### src/hw/video_timing_pkg.sv
`default_nettype none

package video_timing_pkg;

    localparam int val_w = 16;

    // one programmed mode
    typedef struct packed {
        logic [val_w-1:0] sample_count;
        logic [val_w-1:0] line_count;
        logic [val_w-1:0] h_front_porch;
        logic [val_w-1:0] h_sync_length;
        logic [val_w-1:0] h_blank;
        logic [val_w-1:0] v_front_porch;
        logic [val_w-1:0] v_sync_length;
        logic [val_w-1:0] v_blank;
    } mode_cfg_t;

    // measured size of the incoming picture
    typedef struct packed {
        logic [val_w-1:0] samples;
        logic [val_w-1:0] lines;
    } video_meas_t;

    // values for the output counters
    typedef struct packed {
        logic [val_w-1:0] h_total_minus_one;
        logic [val_w-1:0] v_total_minus_one;
        logic [val_w-1:0] h_blank;
        logic [val_w-1:0] h_sync_start;
        logic [val_w-1:0] h_sync_end;
        logic [val_w-1:0] v_blank;
        logic [val_w-1:0] v_sync_start;
        logic [val_w-1:0] v_sync_end;
    } video_timing_t;

    // 720p, 1650 x 750 total
    localparam mode_cfg_t default_mode = '{
        sample_count:  16'd1280,
        line_count:    16'd720,
        h_front_porch: 16'd110,
        h_sync_length: 16'd40,
        h_blank:       16'd370,
        v_front_porch: 16'd5,
        v_sync_length: 16'd5,
        v_blank:       16'd30
    };

endpackage

`default_nettype wire

### src/hw/mode_regs_pkg.sv
`default_nettype none

package mode_regs_pkg;

    // bank size
    localparam int num_modes = 4;
    localparam int mode_idx_w = 2;

    // control port widths
    localparam int addr_w = 8;
    localparam int data_w = 16;

    // address layout, registers below mode_base_addr belong to the control block
    localparam int mode_base_addr = 4;
    localparam int regs_per_mode = 8;
    localparam int mode_stride = 9;

    // offsets within one mode
    localparam int reg_sample_count = 0;
    localparam int reg_line_count = 1;
    localparam int reg_h_front_porch = 2;
    localparam int reg_h_sync_length = 3;
    localparam int reg_h_blank = 4;
    localparam int reg_v_front_porch = 5;
    localparam int reg_v_sync_length = 6;
    localparam int reg_v_blank = 7;

    // bit 0 locks the mode
    localparam int reg_valid = 8;

    // one write on the control port
    typedef struct packed {
        logic [addr_w-1:0] addr;
        logic [data_w-1:0] data;
    } reg_wr_t;

endpackage

`default_nettype wire
### src/hw/mode_banks_top.sv
`timescale 1ns/100ps
`default_nettype none

module mode_banks_top (
    input  wire logic                                clk,
    input  wire logic                                rst,
    input  wire logic                                reg_write,
    input  wire mode_regs_pkg::reg_wr_t              reg_wr,
    input  wire logic                                find_mode_req,
    input  wire video_timing_pkg::video_meas_t       meas,
    output logic [mode_regs_pkg::num_modes-1:0]      mode_match_safe,
    output logic                                     dirty_modes,
    output logic                                     mode_change,
    output logic                                     vid_mode_change,
    output video_timing_pkg::video_timing_t          timing
);

    import mode_regs_pkg::*;
    import video_timing_pkg::*;

    mode_cfg_t [num_modes-1:0] mode_cfgs;
    logic [num_modes-1:0]      valid_modes;
    logic [num_modes-1:0]      dirty_mode;
    mode_cfg_t                 sel_cfg;

    mode_reg_bank i_mode_reg_bank (
        .clk             (clk),
        .rst             (rst),
        .reg_write       (reg_write),
        .reg_wr          (reg_wr),
        .mode_change     (mode_change),
        .mode_match_safe (mode_match_safe),
        .mode_cfgs       (mode_cfgs),
        .valid_modes     (valid_modes),
        .dirty_mode      (dirty_mode),
        .dirty_modes     (dirty_modes)
    );

    mode_matcher i_mode_matcher (
        .clk             (clk),
        .rst             (rst),
        .find_mode_req   (find_mode_req),
        .meas            (meas),
        .mode_cfgs       (mode_cfgs),
        .valid_modes     (valid_modes),
        .dirty_mode      (dirty_mode),
        .mode_match_safe (mode_match_safe),
        .mode_change     (mode_change),
        .sel_cfg         (sel_cfg)
    );

    timing_calc i_timing_calc (
        .clk             (clk),
        .rst             (rst),
        .mode_change     (mode_change),
        .sel_cfg         (sel_cfg),
        .timing          (timing),
        .vid_mode_change (vid_mode_change)
    );

endmodule

`default_nettype wire

### src/hw/timing_calc.sv
`timescale 1ns/100ps
`default_nettype none

module timing_calc (
    input  wire logic                          clk,
    input  wire logic                          rst,
    input  wire logic                          mode_change,
    input  wire video_timing_pkg::mode_cfg_t   sel_cfg,
    output video_timing_pkg::video_timing_t    timing,
    output logic                               vid_mode_change
);

    import video_timing_pkg::*;

    video_timing_t next_timing;

    // counter limits from one mode, all sums wrap at 16 bits
    function automatic video_timing_t calc_timing(input mode_cfg_t cfg);
        video_timing_t t;
        t.h_total_minus_one = cfg.sample_count + cfg.h_blank - 16'd1;
        t.v_total_minus_one = cfg.line_count + cfg.v_blank - 16'd1;
        t.h_blank = cfg.h_blank;
        t.h_sync_start = cfg.sample_count + cfg.h_front_porch;
        t.h_sync_end = t.h_sync_start + cfg.h_sync_length;
        t.v_blank = cfg.v_blank;
        t.v_sync_start = cfg.line_count + cfg.v_front_porch;
        t.v_sync_end = t.v_sync_start + cfg.v_sync_length;
        return t;
    endfunction

    assign next_timing = calc_timing(sel_cfg);

    always_ff @(posedge clk or posedge rst) begin
        if (rst) begin
            timing <= calc_timing(default_mode);
            vid_mode_change <= 1'b0;
        end else begin
            vid_mode_change <= mode_change;
            if (mode_change) begin
                timing <= next_timing;
            end
        end
    end

endmodule

`default_nettype wire

### src/hw/mode_matcher.sv
`timescale 1ns/100ps
`default_nettype none

module mode_matcher (
    input  wire logic                                                   clk,
    input  wire logic                                                   rst,
    input  wire logic                                                   find_mode_req,
    input  wire video_timing_pkg::video_meas_t                          meas,
    input  wire video_timing_pkg::mode_cfg_t [mode_regs_pkg::num_modes-1:0] mode_cfgs,
    input  wire logic [mode_regs_pkg::num_modes-1:0]                    valid_modes,
    input  wire logic [mode_regs_pkg::num_modes-1:0]                    dirty_mode,
    output logic [mode_regs_pkg::num_modes-1:0]                         mode_match_safe,
    output logic                                                        mode_change,
    output video_timing_pkg::mode_cfg_t                                 sel_cfg
);

    import mode_regs_pkg::*;

    logic [num_modes-1:0]  mode_match;
    logic [num_modes-1:0]  last_match;
    logic                  find_mode;
    logic [mode_idx_w-1:0] sel_idx;

    always_ff @(posedge clk or posedge rst) begin
        if (rst) begin
            mode_match <= '0;
            find_mode <= 1'b0;
            last_match <= '0;
        end else begin
            find_mode <= find_mode_req;
            for (int i = 0; i < num_modes; i++) begin
                mode_match[i] <= valid_modes[i] &&
                                 mode_cfgs[i].sample_count == meas.samples &&
                                 mode_cfgs[i].line_count == meas.lines;
            end
            // match currently driving the output timing
            if (mode_change) begin
                last_match <= mode_match_safe;
            end
        end
    end

    // lowest index wins
    always_comb begin
        for (int i = 0; i < num_modes; i++) begin
            mode_match_safe[i] = mode_match[i];
            for (int j = 0; j < i; j++) begin
                if (mode_match[j]) begin
                    mode_match_safe[i] = 1'b0;
                end
            end
        end
    end

    // one-hot to index
    always_comb begin
        sel_idx = '0;
        for (int i = 0; i < num_modes; i++) begin
            if (mode_match_safe[i]) begin
                sel_idx = sel_idx | mode_idx_w'(i);
            end
        end
    end

    assign sel_cfg = mode_cfgs[sel_idx];

    // new mode, or same mode reprogrammed since it was last taken
    assign mode_change = find_mode && (|mode_match_safe) &&
                         ((|(mode_match_safe ^ last_match)) || dirty_mode[sel_idx]);

endmodule

`default_nettype wire

### src/hw/mode_reg_bank.sv
`timescale 1ns/100ps
`default_nettype none

module mode_reg_bank (
    input  wire logic                                                    clk,
    input  wire logic                                                    rst,
    input  wire logic                                                    reg_write,
    input  wire mode_regs_pkg::reg_wr_t                                  reg_wr,
    input  wire logic                                                    mode_change,
    input  wire logic [mode_regs_pkg::num_modes-1:0]                     mode_match_safe,
    output video_timing_pkg::mode_cfg_t [mode_regs_pkg::num_modes-1:0] mode_cfgs,
    output logic [mode_regs_pkg::num_modes-1:0]                          valid_modes,
    output logic [mode_regs_pkg::num_modes-1:0]                          dirty_mode,
    output logic                                                         dirty_modes
);

    import mode_regs_pkg::*;

    logic [num_modes-1:0] wr_sel;
    int                   wr_off;

    // address to mode select and offset
    always_comb begin
        wr_sel = '0;
        wr_off = 0;
        for (int i = 0; i < num_modes; i++) begin
            if (int'(reg_wr.addr) >= mode_base_addr + i * mode_stride &&
                int'(reg_wr.addr) < mode_base_addr + (i + 1) * mode_stride) begin
                wr_sel[i] = reg_write;
                wr_off = int'(reg_wr.addr) - (mode_base_addr + i * mode_stride);
            end
        end
    end

    // config storage, locked while the mode is valid
    always_ff @(posedge clk) begin
        for (int i = 0; i < num_modes; i++) begin
            if (wr_sel[i] && !valid_modes[i] && wr_off < regs_per_mode) begin
                case (wr_off)
                    reg_sample_count:  mode_cfgs[i].sample_count <= reg_wr.data;
                    reg_line_count:    mode_cfgs[i].line_count <= reg_wr.data;
                    reg_h_front_porch: mode_cfgs[i].h_front_porch <= reg_wr.data;
                    reg_h_sync_length: mode_cfgs[i].h_sync_length <= reg_wr.data;
                    reg_h_blank:       mode_cfgs[i].h_blank <= reg_wr.data;
                    reg_v_front_porch: mode_cfgs[i].v_front_porch <= reg_wr.data;
                    reg_v_sync_length: mode_cfgs[i].v_sync_length <= reg_wr.data;
                    reg_v_blank:       mode_cfgs[i].v_blank <= reg_wr.data;
                    default: ;
                endcase
            end
        end
    end

    always_ff @(posedge clk or posedge rst) begin
        if (rst) begin
            valid_modes <= '0;
            dirty_mode <= '0;
            dirty_modes <= 1'b0;
        end else begin
            for (int i = 0; i < num_modes; i++) begin
                if (wr_sel[i] && wr_off == reg_valid) begin
                    valid_modes[i] <= reg_wr.data[0];
                end
                // a fresh lock wins over a clear in the same cycle
                if (wr_sel[i] && wr_off == reg_valid && reg_wr.data[0]) begin
                    dirty_mode[i] <= 1'b1;
                end else if (mode_change && mode_match_safe[i]) begin
                    dirty_mode[i] <= 1'b0;
                end
            end
            dirty_modes <= |dirty_mode;
        end
    end

endmodule

`default_nettype wire

### config.mk
export PLATFORM = sky130hd
export DESIGN_NAME = mode_banks_top
export DESIGN_NICKNAME = d
export VERILOG_FILES = /design/src/hw/video_timing_pkg.sv /design/src/hw/mode_regs_pkg.sv /design/src/hw/mode_banks_top.sv /design/src/hw/timing_calc.sv /design/src/hw/mode_matcher.sv /design/src/hw/mode_reg_bank.sv
export SDC_FILE = /design/constraint.sdc
export NUM_CORES = 1
export LEC_CHECK = 0
export ABC_CLOCK_PERIOD_IN_PS = 7500
export BUFFER_PORTS_ARGS = -buffer_cell sky130_fd_sc_hd__buf_2
export CAP_MARGIN = 15
export CORE_MARGIN = 2
export CORE_UTILIZATION = 54
export DETAILED_ROUTE_END_ITERATION = 10
export PLACE_DENSITY = 0.76
export RECOVER_POWER = 100
export SYNTH_ARGS = -nofsm -noshare
export SYNTH_HDL_FRONTEND = slang
export SYNTH_SLANG_ARGS = --single-unit
### constraint.sdc
create_clock -name clk -period 7.5 [get_ports clk]
set_input_delay 0.375 -clock clk [delete_from_list [all_inputs] [get_ports clk]]
set_output_delay 0.375 -clock clk [all_outputs]
set_load 0.01 [all_outputs]
==> impl_metrics.py <==
metrics = {
    "placed_design": {
        "post-dp-hpwl_microns": 61800,
        "place_ws_ns": 1.49,
        "gp_congestion": 0.980,
        "io_buffer_count": 194,
    },
    "logic_synthesis": {
        "ys_types": 81,
        "syn_area_sq_um": 31200,
        "synth_ff_type": "edfxtp_1",
        "yosys-top-cells-area": "edfxtp_1 49%, dfrtp_1 8.0%, ha_1 5.0%",
        "syn-num-nets": 2735,
        "yosysSeqAreaShare_pct": 61.3,
        "synth_area_per_cell_sq_um": 12.2,
        "yosys.area.top_type_share_pct": 49.4,
        "async_reset_ff_share_pct": 22.3,
        "yosys.area.top_type": "edfxtp_1",
        "synth_cells": 2545,
        "ys_warn_count": 0,
        "synth_edf_count": 512,
        "synth-seq-cells": 659,
    },
    "power": {
        "irDropWorstVdd_mv": 0.173,
        "power.static_leakage_nw": 12.9,
        "total_power_mw": 7.51,
        "power_density_nw_per_um2": 216,
    },
    "critical_path": {
        "critPathRequiredTime_ns": 7.97,
        "crit_buf_inv": 3,
        "crit_chain": "nor2b_1, o21bai_4, buf_4, mux2i_1, o22ai_1, nand2_1, inv_1, clkbuf_1, mux2_2",
        "crit_fanout": 44,
        "r2r_start": "i_mode_matcher.mode_match[2]",
        "crit_family": "buffers and inverters",
        "max_stage_delay_ns": 1.53,
        "crit_type": "reg2reg",
        "reg2reg_depth": 9,
        "arrival_ns": 7.17,
        "crit_path_start_kind": "flip-flop",
        "reg2reg_slack_ns": 0.80,
        "endpoint_kind": "flip-flop",
        "crit_path_top_delay_cell": "inv_1",
        "r2r_end": "i_timing_calc.timing[48]",
    },
    "routing": {
        "wl_per_cell_microns": 25.4,
        "antenna_left": 0,
        "drc_errors": 0,
        "finalWirelength_microns": 89500,
        "viasPerCell": 6.14,
        "wl_met2_microns": 40400,
        "top_layer": "met4",
        "met1_length_microns": 36100,
        "firstDrtPassIters": 6,
        "vias": 21600,
        "wl_met3_microns": 9390,
        "drt_iter0_drc": 2584,
    },
    "sta": {
        "fmax_mhz": 149,
        "worst_pin_slew_ns": 3.90,
        "fin_crit_sh_pct": 89.3,
        "finalSetupViolCount": 0,
        "hold_viol": 0,
        "min_period_ns": 6.70,
        "rsz0062_at_grt": "false",
        "setup_ws_ns": 0.799,
        "finalClockSkew_ns": 0.0311,
        "setup-tns-final_ns": 0,
        "relSlewSlack_pct": -161,
        "finalMaxSlewViolations": 1085,
    },
    "global_route": {
        "grt_pass1_vias": 20900,
        "overflow": 0,
        "grt_use_total_pct": 29.9,
        "grt_antenna_before_repair": 2,
        "grt_pass1_wl_microns": 133000,
        "grt_max_degree": 132,
    },
    "clock_network": {
        "path_clk_slew_ns": 0.06,
        "cts.sinks": 659,
        "worstSkewPairLatency_ns": 0.62,
        "postCtsHoldBufs": 2,
        "cts_tree": "yes",
        "cts_buffer_depth": 3,
        "clock-root-buffer": "clkbuf_16",
        "cts_resized": 0,
        "cts_buffers": 68,
        "htreeDepth": 3,
        "cts_setup_buffers": 0,
    },
    "die": {
        "die_w_microns": 244,
        "io_pins": 195,
        "dieArea_sq_um": 59600,
        "die_h_microns": 244,
        "start_util_pct": 54.3,
        "num_rows": 88,
        "core_sq_um": 57400,
    },
    "hold_path": {
        "min_from": "meas[1]",
        "min_to": "i_mode_matcher.mode_match[2]",
        "hold_path_class": "in2reg",
        "hold_depth": 4,
    },
    "layout": {
        "drive_above_1_share_pct": 9.52,
        "num-nets-final": 2886,
        "layout_common_cells": "512 x edfxtp_1, 276 x nand2_1, 176 x clkbuf_1",
        "layout_commonest_cell": "edfxtp_1",
        "area_growth_pct": 11.5,
        "nFillCells": 4497,
    },
    "outcome": {
        "run_status": "finished with violations",
        "violations": "capacitance limit, slew limit",
    },
    "job": {
        "maxCapViolations": 37,
    },
}
==> kinds of logic after synthesis <==
| family | after synthesis | share of synthesized area, % |
|---|---|---|
| buf+inv | 282 | 3.49 |
| flops | 659 | 61.3 |
| fa+ha+maj | 131 | 5.40 |
| simple gates | 572 | 8.01 |
| compound gates | 582 | 12.1 |
| xor+xnor | 213 | 6.08 |
| mux | 106 | 3.60 |
==> state kept, by name (all words and copies together), names as in the netlist <==
register,flops
i_mode_reg_bank.dirty_mode,4
i_mode_matcher.last_match,4
i_mode_reg_bank.valid_modes,4
i_mode_reg_bank.dirty_modes,1
i_timing_calc.timing,128
i_mode_matcher.mode_match,4
i_mode_matcher.find_mode,1
i_mode_reg_bank.mode_cfgs,512
i_timing_calc.vid_mode_change,1
==> per-layer routing <==
metal  track usage, %  vias to the layer above
met5                0                        -
met4             11.6                        0
met3             5.77                      187
met2             46.2                     1195
met1             42.0                    10600
li1                 -                     9625
==> worst max path at each step <==
stage	to	cells after the start	from	slack (ns)
after floorplan	i_timing_calc.timing[62]	27	i_mode_matcher.mode_match[3]	2.05
after global placement	i_timing_calc.timing[63]	20	i_mode_matcher.mode_match[0]	1.70
after detailed placement	i_timing_calc.timing[63]	20	i_mode_matcher.mode_match[0]	1.49
after CTS	i_timing_calc.timing[63]	20	i_mode_matcher.mode_match[0]	1.44
after global routing	i_timing_calc.timing[71]	9	i_mode_matcher.mode_match[2]	0.57
final	i_timing_calc.timing[48]	9	i_mode_matcher.mode_match[2]	0.80
==> synth_stat cells, types with 4 or more instances <==
master,instances
o21ai_1,8
clkbuf_1,110
mux2i_1,64
nand4_1,31
or2_2,4
o31ai_1,8
a221oi_1,61
xnor2_1,167
mux2_2,40
and3_1,4
ha_1,124
and2_1,4
o2111ai_1,4
dfstp_2,47
o21bai_1,9
nand2b_1,9
fa_1,6
o211ai_1,5
nor3_1,22
nand3_1,20
inv_1,135
nor2b_1,14
a21oi_1,127
o21ai_0,157
edfxtp_1,512
nand2_1,276
buf_2,15
o21a_1,13
o22ai_1,39
dfrtp_1,100
nor4_1,16
a31oi_1,42
buf_1,20
a21o_1,22
a211oi_1,10
or3_1,12
o221ai_1,30
nor2_1,149
xor2_1,44
==> where the power goes <==
| part | internal, mW | switching, mW | leakage, nW |
|---|---|---|---|
| Sequential | 3.96 | 0.00760 | 6.45 |
| Combinational | 0.0694 | 0.180 | 5.38 |
| Clock | 1.88 | 1.42 | 1.06 |
==> final cells by class <==
cell class | count | area (sq um) | share of cell area, %
multi-input combinational | 1604 | 11000 | 31.6
antenna | 1 | 2.50 | 0.00720
clock buffer | 102 | 1990 | 5.72
clock inverter | 24 | 181 | 0.522
timing repair buffer | 228 | 1030 | 2.96
sequential | 659 | 19100 | 55.0
tap | 765 | 957 | 2.76
inverter | 135 | 509 | 1.47
==> stage by stage <==
step	hold WS [ns]	utilization [%]	cell area, sq um	cells
finish	0.208	60.6	34700	3518
global route	0.225	60.6	34700	3517
CTS	0.175	61.1	35000	3517
detailed placement	0.445	57.3	32900	3389
global placement	0.443	57.3	32900	3389
floorplan	0.406	-	31200	2545
==> worst min-delay path, cell delays in order <==
cell	delay, ns
buf_2	0.19
xnor2_1	0.09
nand4_1	0.07
nor4_1	0.05
Power figures use the tool's default switching activity.
